File: config.mk
export PLATFORM = sky130hd
export DESIGN_NAME = sys_control_unit
export DESIGN_NICKNAME = d
export VERILOG_FILES = /design/src/rtl/ldpc_sched_pkg.sv /design/src/rtl/sched_if.sv /design/src/rtl/msg_psp_timer.sv /design/src/rtl/decode_fsm.sv /design/src/rtl/ctrl_strobe_gen.sv /design/src/rtl/sys_control_unit.sv
export SDC_FILE = /design/constraint.sdc
export NUM_CORES = 1
export LEC_CHECK = 0
export BUFFER_PORTS_ARGS = -buffer_cell sky130_fd_sc_hd__buf_2
export CELL_PAD_IN_SITES_DETAIL_PLACEMENT = 1
export CELL_PAD_IN_SITES_GLOBAL_PLACEMENT = 1
export CORE_MARGIN = 1
export CORE_UTILIZATION = 43
export DETAILED_ROUTE_END_ITERATION = 7
export GPL_TIMING_DRIVEN = 0
export PLACE_DENSITY = 0.79
export SYNTH_ARGS = -nofsm -noshare
export SYNTH_HDL_FRONTEND = slang
export SYNTH_SLANG_ARGS = --single-unit
export TNS_END_PERCENT = 30
File: constraint.sdc
create_clock -name read_clk -period 2.9 [get_ports read_clk]
set_input_delay 0.145 -clock read_clk [delete_from_list [all_inputs] [get_ports read_clk]]
set_output_delay 0.145 -clock read_clk [all_outputs]
set_load 0.05 [all_outputs]
File: src/rtl/ldpc_sched_pkg.sv
package ldpc_sched_pkg;

	////////////////////////////////////////////////////////////
	// decoder geometry
	////////////////////////////////////////////////////////////
	localparam int QUAN_SIZE          = 4; // llr width, also serial cycles per message
	localparam int CNU_PIPELINE_LEVEL = 4; // check-node pipeline stages
	localparam int VNU_PIPELINE_LEVEL = 2; // variable-node pipeline stages

	localparam logic INIT_INTER_FRAME_EN = 1'b0; // inter_frame_en value while fsm held off

	////////////////////////////////////////////////////////////
	// schedule states
	////////////////////////////////////////////////////////////
	typedef enum logic [3:0] {
		INIT_LOAD     = 4'd0,
		LLR_FETCH     = 4'd1,  // channel llrs shifted in
		LLR_FETCH_OUT = 4'd2,
		CNU_PIPE      = 4'd3,  // check-node pipeline running
		CNU_OUT       = 4'd4,
		P2P_C         = 4'd5,  // c2v serial transfer
		P2P_C_OUT     = 4'd6,
		VNU_PIPE      = 4'd7,  // variable-node pipeline running
		VNU_OUT       = 4'd8,
		P2P_V         = 4'd9,  // v2c serial transfer
		P2P_V_OUT     = 4'd10
	} sched_state_e;

	// one-hot bit position of a serial transfer, top bit is the park position
	typedef logic [QUAN_SIZE:0] psp_t;

	// one-hot pipeline levels
	typedef logic [CNU_PIPELINE_LEVEL-1:0] cnu_level_t;
	typedef logic [VNU_PIPELINE_LEVEL-1:0] vnu_level_t;

	localparam psp_t PSP_LOAD = psp_t'(1);                 // first bit of a transfer
	localparam psp_t PSP_PARK = {1'b1, {QUAN_SIZE{1'b0}}}; // idle, no transfer

endpackage

File: src/rtl/sched_if.sv
`timescale 1ns/1ps

interface sched_if (
	input logic read_clk
);

	ldpc_sched_pkg::sched_state_e state; // current schedule state
	ldpc_sched_pkg::cnu_level_t cnu_level;
	ldpc_sched_pkg::vnu_level_t vnu_level;
	logic cnu_first; // first cycle of CNU_PIPE
	logic vnu_first; // first cycle of VNU_PIPE

	// serial transfer flags from the psp timers
	logic v2c_first;
	logic v2c_last;
	logic v2c_busy;
	logic c2v_first;
	logic c2v_last;
	logic c2v_busy;

	modport timer_mp (input read_clk, input state,
		output v2c_first, v2c_last, v2c_busy, c2v_first, c2v_last, c2v_busy);
	modport fsm_mp (input read_clk, output state, cnu_level, vnu_level, cnu_first, vnu_first,
		input v2c_first, v2c_last, v2c_busy, c2v_first, c2v_last, c2v_busy);
	modport strobe_mp (input read_clk, state, cnu_level, vnu_level, cnu_first, vnu_first,
		v2c_first, v2c_last, v2c_busy, c2v_first, c2v_last, c2v_busy);

endinterface

File: src/rtl/msg_psp_timer.sv
`timescale 1ns/1ps

module msg_psp_timer (
	input logic read_clk,
	input logic rstn,
	sched_if.timer_mp sched
);

	ldpc_sched_pkg::psp_t v2c_psp; // v2c position, one-hot
	ldpc_sched_pkg::psp_t c2v_psp; // c2v position, one-hot
	logic v2c_busy_q;
	logic c2v_busy_q;
	logic v2c_load;
	logic v2c_shift;
	logic c2v_load;
	logic c2v_shift;

	// load wins over shift, otherwise park at top bit
	function automatic ldpc_sched_pkg::psp_t psp_next(input logic load, input logic shift,
		input ldpc_sched_pkg::psp_t cur);
		if (load)
			psp_next = ldpc_sched_pkg::PSP_LOAD;
		else if (shift)
			psp_next = {cur[ldpc_sched_pkg::QUAN_SIZE-1:0], 1'b0};
		else
			psp_next = ldpc_sched_pkg::PSP_PARK;
	endfunction

	always_comb begin
		v2c_load  = (sched.state == ldpc_sched_pkg::INIT_LOAD) ||
			(sched.state == ldpc_sched_pkg::VNU_OUT); // channel llrs or vnu results
		v2c_shift = (sched.state == ldpc_sched_pkg::LLR_FETCH) ||
			(sched.state == ldpc_sched_pkg::P2P_V);
		c2v_load  = (sched.state == ldpc_sched_pkg::CNU_OUT);
		c2v_shift = (sched.state == ldpc_sched_pkg::P2P_C);
	end

	always_ff @(posedge read_clk or negedge rstn) begin
		if (!rstn) begin
			v2c_psp    <= ldpc_sched_pkg::PSP_PARK;
			c2v_psp    <= ldpc_sched_pkg::PSP_PARK;
			v2c_busy_q <= 1'b0;
			c2v_busy_q <= 1'b0;
		end else begin
			v2c_psp    <= psp_next(v2c_load, v2c_shift, v2c_psp);
			c2v_psp    <= psp_next(c2v_load, c2v_shift, c2v_psp);
			v2c_busy_q <= ~v2c_psp[ldpc_sched_pkg::QUAN_SIZE]; // busy until parked again
			c2v_busy_q <= ~c2v_psp[ldpc_sched_pkg::QUAN_SIZE];
		end
	end

	assign sched.v2c_first = (v2c_psp == ldpc_sched_pkg::PSP_LOAD);
	assign sched.v2c_last  = v2c_psp[ldpc_sched_pkg::QUAN_SIZE-1]; // last bit being moved
	assign sched.v2c_busy  = v2c_busy_q;
	assign sched.c2v_first = (c2v_psp == ldpc_sched_pkg::PSP_LOAD);
	assign sched.c2v_last  = c2v_psp[ldpc_sched_pkg::QUAN_SIZE-1];
	assign sched.c2v_busy  = c2v_busy_q;

endmodule

File: src/rtl/decode_fsm.sv
`timescale 1ns/1ps

module decode_fsm (
	input logic read_clk,
	input logic rstn,
	input logic fsm_en_i,
	input logic termination_i,       // current frame decoded
	input logic inter_frame_align_i, // other frame has caught up
	output logic inter_frame_en_o,
	output logic de_frame_start_o,
	sched_if.fsm_mp sched
);

	localparam int CNL = ldpc_sched_pkg::CNU_PIPELINE_LEVEL;
	localparam int VNL = ldpc_sched_pkg::VNU_PIPELINE_LEVEL;

	ldpc_sched_pkg::sched_state_e state_q;
	ldpc_sched_pkg::sched_state_e state_d;
	ldpc_sched_pkg::cnu_level_t cnu_level_q;
	ldpc_sched_pkg::vnu_level_t vnu_level_q;
	logic cnu_first;
	logic vnu_first;
	logic cnu_exit; // last cnu level before CNU_OUT
	logic vnu_exit;

	assign cnu_first = (state_q == ldpc_sched_pkg::CNU_PIPE) && (cnu_level_q == '0);
	assign vnu_first = (state_q == ldpc_sched_pkg::VNU_PIPE) && (vnu_level_q == '0);
	assign cnu_exit  = cnu_level_q[CNL-2];
	assign vnu_exit  = vnu_level_q[VNL-2];

	////////////////////////////////////////////////////////////
	// schedule state machine
	////////////////////////////////////////////////////////////
	always_comb begin
		state_d = state_q;
		if (!fsm_en_i || termination_i) begin
			state_d = ldpc_sched_pkg::INIT_LOAD; // hold or restart
		end else begin
			case (state_q)
				ldpc_sched_pkg::INIT_LOAD:     state_d = ldpc_sched_pkg::LLR_FETCH;
				ldpc_sched_pkg::LLR_FETCH:     if (sched.v2c_last) state_d = ldpc_sched_pkg::LLR_FETCH_OUT;
				ldpc_sched_pkg::LLR_FETCH_OUT: state_d = ldpc_sched_pkg::CNU_PIPE;
				ldpc_sched_pkg::CNU_PIPE:      if (cnu_exit) state_d = ldpc_sched_pkg::CNU_OUT;
				ldpc_sched_pkg::CNU_OUT:       state_d = ldpc_sched_pkg::P2P_C;
				ldpc_sched_pkg::P2P_C:         if (sched.c2v_last) state_d = ldpc_sched_pkg::P2P_C_OUT;
				ldpc_sched_pkg::P2P_C_OUT:     state_d = ldpc_sched_pkg::VNU_PIPE;
				ldpc_sched_pkg::VNU_PIPE:      if (vnu_exit) state_d = ldpc_sched_pkg::VNU_OUT;
				ldpc_sched_pkg::VNU_OUT:       state_d = ldpc_sched_pkg::P2P_V;
				ldpc_sched_pkg::P2P_V:         if (sched.v2c_last) state_d = ldpc_sched_pkg::P2P_V_OUT;
				ldpc_sched_pkg::P2P_V_OUT:     state_d = ldpc_sched_pkg::CNU_PIPE; // next iteration
				default:                       state_d = ldpc_sched_pkg::INIT_LOAD;
			endcase
		end
	end

	always_ff @(posedge read_clk or negedge rstn) begin
		if (!rstn) begin
			state_q     <= ldpc_sched_pkg::INIT_LOAD;
			cnu_level_q <= '0;
			vnu_level_q <= '0;
		end else begin
			state_q <= state_d;
			// one-hot level walks only inside its pipe state
			if (cnu_first)
				cnu_level_q <= ldpc_sched_pkg::cnu_level_t'(1);
			else if (state_q == ldpc_sched_pkg::CNU_PIPE)
				cnu_level_q <= {cnu_level_q[CNL-2:0], 1'b0};
			else
				cnu_level_q <= '0;
			if (vnu_first)
				vnu_level_q <= ldpc_sched_pkg::vnu_level_t'(1);
			else if (state_q == ldpc_sched_pkg::VNU_PIPE)
				vnu_level_q <= {vnu_level_q[VNL-2:0], 1'b0};
			else
				vnu_level_q <= '0;
		end
	end

	////////////////////////////////////////////////////////////
	// frame flags
	////////////////////////////////////////////////////////////
	always_ff @(posedge read_clk or negedge rstn) begin
		if (!rstn) begin
			inter_frame_en_o <= ldpc_sched_pkg::INIT_INTER_FRAME_EN;
			de_frame_start_o <= 1'b0;
		end else begin
			if (!fsm_en_i)
				inter_frame_en_o <= ldpc_sched_pkg::INIT_INTER_FRAME_EN;
			else if (((state_q == ldpc_sched_pkg::LLR_FETCH) ||
				(state_q == ldpc_sched_pkg::P2P_V)) && sched.v2c_last)
				inter_frame_en_o <= 1'b1; // last bit of a v2c pass
			else if ((state_q == ldpc_sched_pkg::VNU_PIPE) && vnu_exit)
				inter_frame_en_o <= 1'b1;
			else if (inter_frame_align_i)
				inter_frame_en_o <= 1'b0;
			if (state_q == ldpc_sched_pkg::INIT_LOAD)
				de_frame_start_o <= 1'b1;
			else if ((state_q == ldpc_sched_pkg::CNU_PIPE) && termination_i)
				de_frame_start_o <= 1'b0; // frame done, system drops termination
		end
	end

	assign sched.state     = state_q;
	assign sched.cnu_level = cnu_level_q;
	assign sched.vnu_level = vnu_level_q;
	assign sched.cnu_first = cnu_first;
	assign sched.vnu_first = vnu_first;

endmodule

File: src/rtl/ctrl_strobe_gen.sv
`timescale 1ns/1ps

module ctrl_strobe_gen (
	input logic read_clk,
	input logic rstn,
	input logic fsm_en_i,
	sched_if.strobe_mp sched,
	output logic llr_fetch_o,
	output logic v2c_src_o,    // select channel llrs as v2c source
	output logic v2c_msg_en_o,
	output logic c2v_msg_en_o,
	output logic v2c_load_o,   // parallel-to-serial converter load
	output logic c2v_load_o,
	output logic dnu_rd_o,
	output logic dn_ram_re_o,
	output ldpc_sched_pkg::cnu_level_t cnu_rd_o,
	output ldpc_sched_pkg::cnu_level_t cn_ram_re_o,
	output ldpc_sched_pkg::vnu_level_t vnu_rd_o,
	output ldpc_sched_pkg::vnu_level_t vn_ram_re_o
);

	localparam int CNL = ldpc_sched_pkg::CNU_PIPELINE_LEVEL;
	localparam int VNL = ldpc_sched_pkg::VNU_PIPELINE_LEVEL;

	logic fetch_phase; // INIT_LOAD or LLR_FETCH

	////////////////////////////////////////////////////////////
	// decoded strobes
	////////////////////////////////////////////////////////////
	assign fetch_phase = (sched.state == ldpc_sched_pkg::INIT_LOAD) ||
		(sched.state == ldpc_sched_pkg::LLR_FETCH);
	assign llr_fetch_o = fetch_phase;
	assign v2c_src_o   = fetch_phase;

	always_comb begin
		v2c_msg_en_o = 1'b0;
		c2v_msg_en_o = 1'b0;
		case (sched.state)
			ldpc_sched_pkg::LLR_FETCH,
			ldpc_sched_pkg::P2P_V:         v2c_msg_en_o = 1'b1;
			ldpc_sched_pkg::LLR_FETCH_OUT,
			ldpc_sched_pkg::P2P_V_OUT:     v2c_msg_en_o = sched.v2c_busy; // drain last bit
			ldpc_sched_pkg::P2P_C:         c2v_msg_en_o = 1'b1;
			ldpc_sched_pkg::P2P_C_OUT:     c2v_msg_en_o = sched.c2v_busy;
			default: begin
				v2c_msg_en_o = 1'b0;
				c2v_msg_en_o = 1'b0;
			end
		endcase
	end

	assign v2c_load_o = sched.v2c_first;
	assign c2v_load_o = sched.c2v_first;
	// decision nodes read in the first v2c bit cycle only
	assign dnu_rd_o   = (sched.state == ldpc_sched_pkg::P2P_V) && sched.v2c_first;
	assign cnu_rd_o   = sched.cnu_level;
	assign vnu_rd_o   = sched.vnu_level;

	////////////////////////////////////////////////////////////
	// ram read-enable delay chains
	////////////////////////////////////////////////////////////
	always_ff @(posedge read_clk or negedge rstn) begin
		if (!rstn) begin
			cn_ram_re_o <= '0;
			vn_ram_re_o <= '0;
			dn_ram_re_o <= 1'b0;
		end else if (!fsm_en_i) begin
			cn_ram_re_o <= '0; // flush while held
			vn_ram_re_o <= '0;
			dn_ram_re_o <= 1'b0;
		end else begin
			cn_ram_re_o <= {cn_ram_re_o[CNL-2:0], sched.cnu_first}; // one stage per cycle
			vn_ram_re_o <= {vn_ram_re_o[VNL-2:0], sched.vnu_first};
			dn_ram_re_o <= vn_ram_re_o[VNL-1]; // dnu follows last vnu stage
		end
	end

endmodule

File: src/rtl/sys_control_unit.sv
`timescale 1ns/1ps

module sys_control_unit (
	input logic read_clk,
	input logic rstn,
	input logic fsm_en_i,
	input logic termination_i,
	input logic inter_frame_align_i,
	output ldpc_sched_pkg::sched_state_e state_o,
	output logic inter_frame_en_o,
	output logic de_frame_start_o,
	output logic llr_fetch_o,
	output logic v2c_src_o,
	output logic v2c_msg_en_o,
	output logic c2v_msg_en_o,
	output logic v2c_load_o,
	output logic c2v_load_o,
	output logic dnu_rd_o,
	output logic dn_ram_re_o,
	output ldpc_sched_pkg::cnu_level_t cnu_rd_o,
	output ldpc_sched_pkg::cnu_level_t cn_ram_re_o,
	output ldpc_sched_pkg::vnu_level_t vnu_rd_o,
	output ldpc_sched_pkg::vnu_level_t vn_ram_re_o
);

	// state and timing flags shared by the three blocks
	sched_if sched_bus (.read_clk(read_clk));

	msg_psp_timer msg_psp_timer_inst (
		.read_clk (read_clk),
		.rstn     (rstn),
		.sched    (sched_bus.timer_mp)
	);

	decode_fsm decode_fsm_inst (
		.read_clk            (read_clk),
		.rstn                (rstn),
		.fsm_en_i            (fsm_en_i),
		.termination_i       (termination_i),
		.inter_frame_align_i (inter_frame_align_i),
		.inter_frame_en_o    (inter_frame_en_o),
		.de_frame_start_o    (de_frame_start_o),
		.sched               (sched_bus.fsm_mp)
	);

	ctrl_strobe_gen ctrl_strobe_gen_inst (
		.read_clk     (read_clk),
		.rstn         (rstn),
		.fsm_en_i     (fsm_en_i),
		.sched        (sched_bus.strobe_mp),
		.llr_fetch_o  (llr_fetch_o),
		.v2c_src_o    (v2c_src_o),
		.v2c_msg_en_o (v2c_msg_en_o),
		.c2v_msg_en_o (c2v_msg_en_o),
		.v2c_load_o   (v2c_load_o),
		.c2v_load_o   (c2v_load_o),
		.dnu_rd_o     (dnu_rd_o),
		.dn_ram_re_o  (dn_ram_re_o),
		.cnu_rd_o     (cnu_rd_o),
		.cn_ram_re_o  (cn_ram_re_o),
		.vnu_rd_o     (vnu_rd_o),
		.vn_ram_re_o  (vn_ram_re_o)
	);

	assign state_o = sched_bus.state;

endmodule

==> flow_metrics.env, run 1 <==
export IMPL_status="complete, but fails checks"
export IMPL_failed_checks="DRC"
export IMPL_synth_nets=118
export IMPL_synth_compound_area_share_pct=9.73
export IMPL_grt_max_degree=32
export IMPL_drive_gt1_share_pct=31.1
export IMPL_die_y_um=57.0
export IMPL_arrival_ns=1.92
export IMPL_utilization_pct=55.0
export IMPL_syn_inst=113
export IMPL_maxCapViolations=0
export IMPL_synth_cell_types=36
export IMPL_wl_per_cell_um=16.3
export IMPL_initial_core_util_pct=46.3
export IMPL_final_cells=182
export IMPL_antenna_found_initial=0
export IMPL_routed_wl_um=2960
export IMPL_finalHoldViolCount=0
export IMPL_dpl_cell_count=174
export IMPL_crit_path_start_kind="register"
export IMPL_drt_drc_violations_left=4
export IMPL_p_per_area_nw_per_um2=471
export IMPL_fin_setup_tns_ns=0
export IMPL_clk_latency_ns=0.33
export IMPL_synth_seq_area_share_pct=59.9
export IMPL_row_count=19
export IMPL_syn_cell_area_um2=1300
export IMPL_htreeDepth=2
export IMPL_relSlewSlack_pct=54.7
export IMPL_max_clock_freq_mhz=483
export IMPL_post_cts_buffers=0
export IMPL_grt_pass1_vias=1049
export IMPL_crit_buf_inv=2
export IMPL_ctsResizeCount=0
export IMPL_criticalPathCategory="reg -> out"
export IMPL_first_pass_iters=6
export IMPL_hp_class="in -> reg"
export IMPL_clock_sinks=31
export IMPL_critPathTopFamily="simple AND/OR/NAND/NOR gates"
export IMPL_core_um2=2810
export IMPL_cp_required_ns=2.76
export IMPL_synth_top_cell_area_share_pct=55.9
export IMPL_numCtsBuffers=5
export IMPL_drt_iter0_drc=15
export IMPL_max_vdd_ir_drop_mv=0.223
export IMPL_io_buffers=30
export IMPL_hpwl_um=2100
export IMPL_synth_mux_area_share_pct=0.771
export IMPL_synth_warning_count=0
export IMPL_p_leak_nw=0.815
export IMPL_cts_hold_buf=1
export IMPL_cts_buffer_depth=2
export IMPL_synth_fa_ha_area_share_pct=0
export IMPL_overflow=0
export IMPL_final_antenna_net_count=0
export IMPL_grt_total_usage_pct=20.8
export IMPL_cp_cell_sequence="buf_4 -> nor3b_1 -> and3_1 -> buf_2"
export IMPL_clk_pin_slew_ns=0.09
export IMPL_gp_congestion=0.764
export IMPL_vias=1009
export IMPL_dieArea_um2=3240
export IMPL_min_period_over_period_pct=71.4
export IMPL_synthXorXnorAreaFrac_pct=0
export IMPL_ys_ff_latch=31
export IMPL_cts_tree="built"
export IMPL_synth_area_top_cells="dfrtp_1 56%, and2_1 4.8%, and3_1 4.8%, dfstp_2 4.0%, a21oi_1 3.1%"
export IMPL_vias_per_cell=5.54
export IMPL_fill_cells=322
export IMPL_fin_crit_ns=2.07
export IMPL_n_antenna_cell=0
export IMPL_synth_simple_area_share_pct=24.5
export IMPL_grt_pass1_wl_um=4970
export IMPL_finalMaxSlewViolations=0
export IMPL_setup_viol=0
export IMPL_die_x_um=57.0
export IMPL_pin_count=31
export IMPL_syn_avg_cell_area_um2=11.5
export IMPL_cts_root_buffer="clkbuf_4"
export IMPL_layout_nets=156
export IMPL_end_kind="primary output"
export IMPL_crit_path_top_delay_cell="nor3b_1"
export IMPL_areaGrowthSynthToFinish_pct=18.8
export IMPL_max_stage_delay_ns=0.52
export IMPL_worst_pin_slew_ns=0.680
export IMPL_grt_setup_unrepaired="no"
export IMPL_fin_skew_ns=0.00300
export IMPL_synth_top_cell_by_area="dfrtp_1"
export IMPL_crit_fanout=10
export IMPL_synth_top_family_by_area="simple AND/OR/NAND/NOR gates"
## where the power goes
part	internal [mW]	switching [mW]
combinational	0.0153	0.0444
clock	0.0912	0.136
sequential	0.437	0.00256
## final timing paths
kind                                                       to                      startpoint  slack (ns)  cells after the start
min in group asynchronous  decode_fsm_inst.sched.vnu_level[0]                            rstn        0.39                      2
setup reg to reg               decode_fsm_inst.sched.state[3]  decode_fsm_inst.sched.state[3]        1.40                      4
hold reg to reg             msg_psp_timer_inst.sched.c2v_busy   msg_psp_timer_inst.c2v_psp[4]        0.45                      1
hold / removal               decode_fsm_inst.inter_frame_en_o                        fsm_en_i        0.13                      2
setup / recovery                                     dnu_rd_o  decode_fsm_inst.sched.state[0]        0.83                      4
max in group asynchronous       msg_psp_timer_inst.c2v_psp[3]                            rstn        2.07                      2
## per-stage QoR
stage                     worst slack (ns)  hold WS (ns)  area [um^2]  total power [mW]
after floorplan                      0.299        -0.151         1300             0.484
after detailed placement              1.18         0.222         1490             0.508
after CTS                            0.815         0.126         1540             0.733
after global placement                1.21         0.215         1490             0.506
final                                0.830         0.131         1540             0.727
after global routing                 0.676         0.135         1540             0.755
## synthesized netlist by cell type
cell type  instances
nand2b_1           4
nand3b_1           1
o21a_1             1
a2111oi_1          1
a2111oi_0          1
o32ai_1            1
or2b_1             1
nor4_2             1
and2b_1            1
a21oi_1            8
nor3_1             4
o21ai_0            1
dfstp_2            2
and2b_2            1
nor4_1             2
nor2b_1            2
a211o_1            1
mux2i_1            1
and4_1             1
buf_2              2
nor3b_2            1
o31ai_1            1
and2_2             1
and2_1            10
a2bb2oi_1          1
a22o_1             1
and3_1            10
a31oi_1            2
buf_6              2
nor2_1             6
buf_4              2
nand2_1            2
dfrtp_1           29
inv_1              5
nor3b_1            2
nand3_1            1
## area by class of cell
cell class	instances	area [um^2]	area share [%]
inverter	5	18.8	1.22
timing repair buffer	31	160	10.4
clock buffer	7	45.0	2.92
multi-input combinational	71	454	29.4
sequential	31	778	50.4
buffer	6	47.5	3.08
tap	31	38.8	2.51
## kinds of logic (layout without fill, tap and decap cells)
| family | Yosys count | after routing |
|---|---|---|
| AOI/OAI and AO/OA | 19 | 19 |
| buffers and inverters | 11 | 49 |
| DFF | 31 | 31 |
| muxes | 1 | 1 |
| and+or+nand+nor | 51 | 51 |
## registers in the layout (all words and copies together), names as in the netlist
signal                             cells
msg_psp_timer_inst.sched.v2c_busy      1
msg_psp_timer_inst.sched.c2v_busy      1
ctrl_strobe_gen_inst.dn_ram_re_o       1
decode_fsm_inst.de_frame_start_o       1
msg_psp_timer_inst.v2c_psp             5
ctrl_strobe_gen_inst.vn_ram_re_o       2
msg_psp_timer_inst.c2v_psp             5
decode_fsm_inst.inter_frame_en_o       1
decode_fsm_inst.sched.cnu_level        4
ctrl_strobe_gen_inst.cn_ram_re_o       4
decode_fsm_inst.sched.vnu_level        2
decode_fsm_inst.sched.state            4
## layout by cell type (no fill, tap or decap), types with 4 or more instances in the layout
cell type,Yosys,layout
buf_2,2,32
and3_1,10,10
nor2_1,6,6
a21oi_1,8,8
clkbuf_4,0,5
and2_1,10,10
inv_1,5,5
dfrtp_1,29,29
nand2b_1,4,4
nor3_1,4,4
## per-layer routing
metal  global-route usage (%)  wire length [um]  share of wire (%)  vias up
met3                     6.12               134                4.5        6
met1                     25.4              1300                 44      509
met5                        0                 0                  0        -
li1                         -                 -                  -      468
met4                     7.32                40                1.4        0
met2                     35.3              1480                 50       26
Note: power is estimated with default switching activity, not from simulation.
==> inputs of run 2 (changes only) <==
--- a/config.mk
+++ b/config.mk
@@ -9,10 +9,10 @@
 export CELL_PAD_IN_SITES_DETAIL_PLACEMENT = 1
 export CELL_PAD_IN_SITES_GLOBAL_PLACEMENT = 1
 export CORE_MARGIN = 1
-export CORE_UTILIZATION = 43
+export CORE_UTILIZATION = 36
 export DETAILED_ROUTE_END_ITERATION = 7
 export GPL_TIMING_DRIVEN = 0
-export PLACE_DENSITY = 0.79
+export PLACE_DENSITY = 0.71
 export SYNTH_ARGS = -nofsm -noshare
 export SYNTH_HDL_FRONTEND = slang
 export SYNTH_SLANG_ARGS = --single-unit
==> constraint.sdc (replaced) <==
create_clock -name read_clk -period 1.9 [get_ports read_clk]
set_input_delay 0.095 -clock read_clk [delete_from_list [all_inputs] [get_ports read_clk]]
set_output_delay 0.095 -clock read_clk [all_outputs]
set_load 0.05 [all_outputs]
==> flow_metrics.env, run 2 (synthesis gave the netlist of run 1 again) <==
export IMPL_status="completed"
export IMPL_max_stage_delay_ns=0.46
export IMPL_utilization_pct=47.5
export IMPL_initial_core_util_pct=38.3
export IMPL_mostFrequentLayoutCells="31 x buf_2, 28 x dfrtp_1, 10 x and3_1, 10 x and2_1, 8 x a21oi_1"
export IMPL_dieArea_um2=3850
export IMPL_core_um2=3390
export IMPL_numCtsBuffers=5
export IMPL_grt_total_usage_pct=19.8
export IMPL_maxCapViolations=0
export IMPL_vias=999
export IMPL_crit_path_start="decode_fsm_inst.sched.state[1]"
export IMPL_fin_setup_tns_ns=0
export IMPL_max_vdd_ir_drop_mv=0.350
export IMPL_die_x_um=62.1
export IMPL_arrival_ns=1.66
export IMPL_crit_buf_inv=2
export IMPL_setup_viol=0
export IMPL_wl_per_cell_um=15.6
export IMPL_regToRegSetupSlack_ns=0.18
export IMPL_antenna_found_initial=0
export IMPL_p_per_area_nw_per_um2=743
export IMPL_reg_largest_list="msg_psp_timer_inst.c2v_psp: 5 flops, msg_psp_timer_inst.v2c_psp: 5 flops"
export IMPL_finalHoldViolCount=0
export IMPL_grt_pass1_wl_um=5190
export IMPL_cp_required_ns=1.80
export IMPL_clock_sinks=31
export IMPL_grt_setup_unrepaired="yes"
export IMPL_crit_path_start_kind="register"
export IMPL_layout_nets=156
export IMPL_hold_end="decode_fsm_inst.inter_frame_en_o"
export IMPL_final_antenna_net_count=0
export IMPL_post_cts_buffers=0
export IMPL_clk_pin_slew_ns=0.09
export IMPL_place_area_um2=1520
export IMPL_drt_iter0_drc=25
export IMPL_hp_class="in -> reg"
export IMPL_routed_wl_um=3090
export IMPL_r2r_start="decode_fsm_inst.sched.state[3]"
export IMPL_fin_skew_ns=0.00424
export IMPL_drt_drc_violations_left=0
export IMPL_cp_cell_sequence="clkbuf_4 -> nor2b_1 -> a21oi_1 -> nor2_1 -> buf_2"
export IMPL_fill_cells=376
export IMPL_cts_tree="built"
export IMPL_rr_worst_depth=4
export IMPL_finalPower_mw=1.20
export IMPL_crit_cells=5
export IMPL_first_pass_iters=3
export IMPL_hold_ws_ns=0.0709
export IMPL_gp_congestion=0.782
export IMPL_overflow=0
export IMPL_n_antenna_cell=0
export IMPL_pin_count=31
export IMPL_max_clock_freq_mhz=569
export IMPL_fin_crit_ns=1.76
export IMPL_crit_path_top_delay_cell="dfrtp_2"
export IMPL_hpwl_um=2210
export IMPL_critPathTopFamily="buffers and inverters"
export IMPL_holdPathStages=2
export IMPL_vias_per_cell=5.05
export IMPL_final_common_cell="buf_2"
export IMPL_min_period_over_period_pct=92.5
export IMPL_fin_area_um2=1610
export IMPL_drive_gt1_share_pct=34.2
export IMPL_p_leak_nw=0.834
export IMPL_grt_pass1_vias=1045
export IMPL_areaGrowthSynthToFinish_pct=24.1
export IMPL_reg2reg_to="decode_fsm_inst.sched.state[3]"
export IMPL_end_kind="primary output"
export IMPL_finalMaxSlewViolations=0
export IMPL_min_from="fsm_en_i"
export IMPL_row_count=21
export IMPL_die_y_um=62.1
export IMPL_crit_fanout=10
export IMPL_worst_pin_slew_ns=0.684
export IMPL_io_buffers=30
export IMPL_criticalPathCategory="reg -> out"
export IMPL_grt_max_degree=32
export IMPL_relSlewSlack_pct=54.4
export IMPL_cts_root_buffer="clkbuf_4"
export IMPL_clk_latency_ns=0.33
export IMPL_cts_buffer_depth=2
export IMPL_htreeDepth=2
-- run 2: changes by cell type in the layout (fill, tap and decap cells not counted), sizes merged --
cell | previous run | this run
clkbuf | 7 | 9
buf | 36 | 35
-- run 2: worst max path at each step --
stage,endpoint
after global placement,dnu_rd_o
after floorplan,c2v_load_o
final,v2c_msg_en_o
after global routing,c2v_msg_en_o
after detailed placement,decode_fsm_inst.sched.state[3]
after CTS,v2c_msg_en_o
-- run 2: power breakdown --
part | switching [mW] | internal (mW) | total [mW]
Sequential | 0.00392 | 0.668 | 0.672
Clock | 0.215 | 0.218 | 0.432
Combinational | 0.0683 | 0.0251 | 0.0933
-- run 2: layout make-up --
cell class	count	area (um^2)	area share [%]
multi-input cells	71	477	29.6
clock buffers	8	68.8	4.27
inverters	5	18.8	1.16
flip-flops and latches	31	779	48.4
plain buffers	6	50.0	3.11
well taps	46	57.6	3.57
repair buffers	31	160	9.94
-- run 2: stage by stage --
stage,worst slack [ns],std cells
2_1_floorplan,-0.131,113
3_3_place_gp,0.219,189
3_5_place_dp,0.184,189
4_1_cts,0.0264,198
5_1_grt,-0.00144,198
6_report,0.143,198
-- run 2: repair_timing --
item | in CTS | in global routing
endpoints found under the setup margin | 1 | 3
hold buffers | 1 | 0
hold endpoints to repair | 29 | 0
gates resized for setup | 1 | 3
-- run 2: metal layers --
layer | global-route usage [%] | up-vias | wire length, um
met1 | 24.6 | 506 | 1370
met2 | 31.0 | 19 | 1530
met5 | 0 | - | 0
li1 | - | 469 | -
met4 | 9.52 | 0 | 59
met3 | 6.63 | 5 | 127
==> inputs of run 3 (changes only) <==
--- a/config.mk
+++ b/config.mk
@@ -9,10 +9,12 @@
 export CELL_PAD_IN_SITES_DETAIL_PLACEMENT = 1
 export CELL_PAD_IN_SITES_GLOBAL_PLACEMENT = 1
 export CORE_MARGIN = 1
-export CORE_UTILIZATION = 36
+export CORE_UTILIZATION = 38
+export CTS_BUF_LIST = sky130_fd_sc_hd__clkbuf_8
+export CTS_CLUSTER_DIAMETER = 50
 export DETAILED_ROUTE_END_ITERATION = 7
 export GPL_TIMING_DRIVEN = 0
-export PLACE_DENSITY = 0.71
+export PLACE_DENSITY = 0.74
 export SYNTH_ARGS = -nofsm -noshare
 export SYNTH_HDL_FRONTEND = slang
 export SYNTH_SLANG_ARGS = --single-unit
==> flow_metrics.env, run 3 (synthesis gave the netlist of run 1 again) <==
export IMPL_status="completed"
export IMPL_relSlewSlack_pct=54.8
export IMPL_drive_gt1_share_pct=34.2
export IMPL_pre_cts_ws_ns=0.241
export IMPL_die_y_um=60.5
export IMPL_clock_sinks=31
export IMPL_wl_per_cell_um=14.9
export IMPL_p_seq_share_pct=51.1
export IMPL_post_cts_buffers=0
export IMPL_die_x_um=60.5
export IMPL_fin_crit_ns=1.77
export IMPL_final_antenna_net_count=0
export IMPL_cts_buffer_depth=2
export IMPL_overflow=0
export IMPL_criticalPathCategory="reg -> out"
export IMPL_grt_pass1_wl_um=4660
export IMPL_vias_per_cell=5.06
export IMPL_cp_required_ns=1.80
export IMPL_final_cells=196
export IMPL_grt_pass1_vias=965
export IMPL_setup_ws_ns=0.132
export IMPL_max_clock_freq_mhz=565
export IMPL_fin_skew_ns=0.00246
export IMPL_antenna_found_initial=0
export IMPL_crit_path_start="decode_fsm_inst.sched.state[0]"
export IMPL_initial_core_util_pct=41.2
export IMPL_crit_path_start_kind="register"
export IMPL_areaGrowthSynthToFinish_pct=25.8
export IMPL_worst_pin_slew_ns=0.678
export IMPL_grt_max_degree=32
export IMPL_r2r_start="decode_fsm_inst.sched.state[3]"
export IMPL_pin_count=31
export IMPL_io_buffers=30
export IMPL_routed_wl_um=2930
export IMPL_cts_tree="built"
export IMPL_clk_latency_ns=0.28
export IMPL_setup_viol=0
export IMPL_drt_drc_violations_left=0
export IMPL_switching_share_pct=22.7
export IMPL_arrival_ns=1.67
export IMPL_final_common_cell="buf_2"
export IMPL_power_switching_uw=298
export IMPL_p_per_area_nw_per_um2=805
export IMPL_hp_class="in -> reg"
export IMPL_crit_fanout=10
export IMPL_end_kind="primary output"
export IMPL_layout_nets=156
export IMPL_clk_pin_slew_ns=0.06
export IMPL_finalMaxSlewViolations=0
export IMPL_row_count=20
export IMPL_core_um2=3150
export IMPL_hpwl_um=2040
export IMPL_drt_iter0_drc=35
export IMPL_fill_cells=372
export IMPL_mostFrequentLayoutCells="31 x buf_2, 28 x dfrtp_1, 10 x and3_1, 10 x and2_1, 8 x a21oi_1"
export IMPL_n_antenna_cell=0
export IMPL_finalHoldViolCount=0
export IMPL_max_vdd_ir_drop_mv=0.350
export IMPL_maxCapViolations=0
export IMPL_combPwrFrac_pct=7.0
export IMPL_hold_ws_ns=0.122
export IMPL_gp_congestion=0.786
export IMPL_min_from="fsm_en_i"
export IMPL_p_leak_nw=0.852
export IMPL_finalPower_mw=1.32
export IMPL_grt_setup_unrepaired="no"
export IMPL_numCtsBuffers=5
export IMPL_p_int_mw=1.02
export IMPL_cts_root_buffer="clkbuf_8"
export IMPL_dieArea_um2=3660
export IMPL_first_pass_iters=4
export IMPL_vias=991
export IMPL_grt_total_usage_pct=18.4
export IMPL_reg_largest_list="msg_psp_timer_inst.c2v_psp: 5 flops, msg_psp_timer_inst.v2c_psp: 5 flops"
export IMPL_pwr_share_clk_pct=41.9
export IMPL_dpl_cell_count=187
export IMPL_htreeDepth=2
export IMPL_min_period_over_period_pct=93.1
-- run 3: per-layer routing --
layer  track usage, %  wire length [um]  up-vias  share of wire [%]
met5                0                 0        -                  0
met4             7.79                51        0                1.7
met3             6.40               137        5                4.7
met2             29.0              1410       22                 48
met1             23.0              1330      499                 45
li1                 -                 -      465                  -
-- run 3: repair_timing --
item                                    4_1_cts  5_1_grt
endpoints found under the setup margin        1        2
hold endpoints to repair                     29        0
resized for setup                             1        2
hold buffers                                  1        0
-- run 3: metrics by stage --
stage	cell area, um^2	utilization [%]	TNS (ns)
floorplan	1310	-	-0.270
global placement	1520	48.1	0
detailed placement	1520	48.1	0
CTS	1630	51.7	0
global route	1630	51.8	0
finish	1630	51.8	0
-- run 3: power by group through the flow --
stage	Sequential (mW)	Combinational (mW)	Clock, mW
2_1_floorplan	0.691	0.0488	0
3_3_place_gp	0.684	0.0890	0
3_5_place_dp	0.684	0.0904	0
4_1_cts	0.673	0.0929	0.565
5_1_grt	0.673	0.101	0.594
6_report	0.673	0.0917	0.551
-- run 3: path summary, 6_finish.rpt --
check                                               endpoint  slack, ns  depth (start not counted)
min                         decode_fsm_inst.inter_frame_en_o       0.12                          2
min in group asynchronous   ctrl_strobe_gen_inst.dn_ram_re_o       0.41                          2
max in group asynchronous     decode_fsm_inst.sched.state[1]       1.02                          2
max                                                 dnu_rd_o       0.13                          4
max reg2reg                   decode_fsm_inst.sched.state[3]       0.37                          4
min reg2reg                msg_psp_timer_inst.sched.v2c_busy       0.44                          1
-- run 3: final cells by class --
cell class / instances / area, um^2 / area share, %
well taps: 44 / 55.1 / 3.37
repair buffers: 31 / 160 / 9.80
plain buffers: 6 / 50.0 / 3.06
clock inverters: 1 / 3.75 / 0.230
flip-flops and latches: 31 / 779 / 47.7
inverters: 5 / 18.8 / 1.15
clock buffers: 7 / 96.3 / 5.90
multi-input cells: 71 / 470 / 28.8
-- run 3: worst max-delay path: stages, from the launching register on --
cell	delay (ns)
dfrtp_1	0.38
buf_4	0.18
nor3b_2	0.35
and3_1	0.22
buf_2	0.26
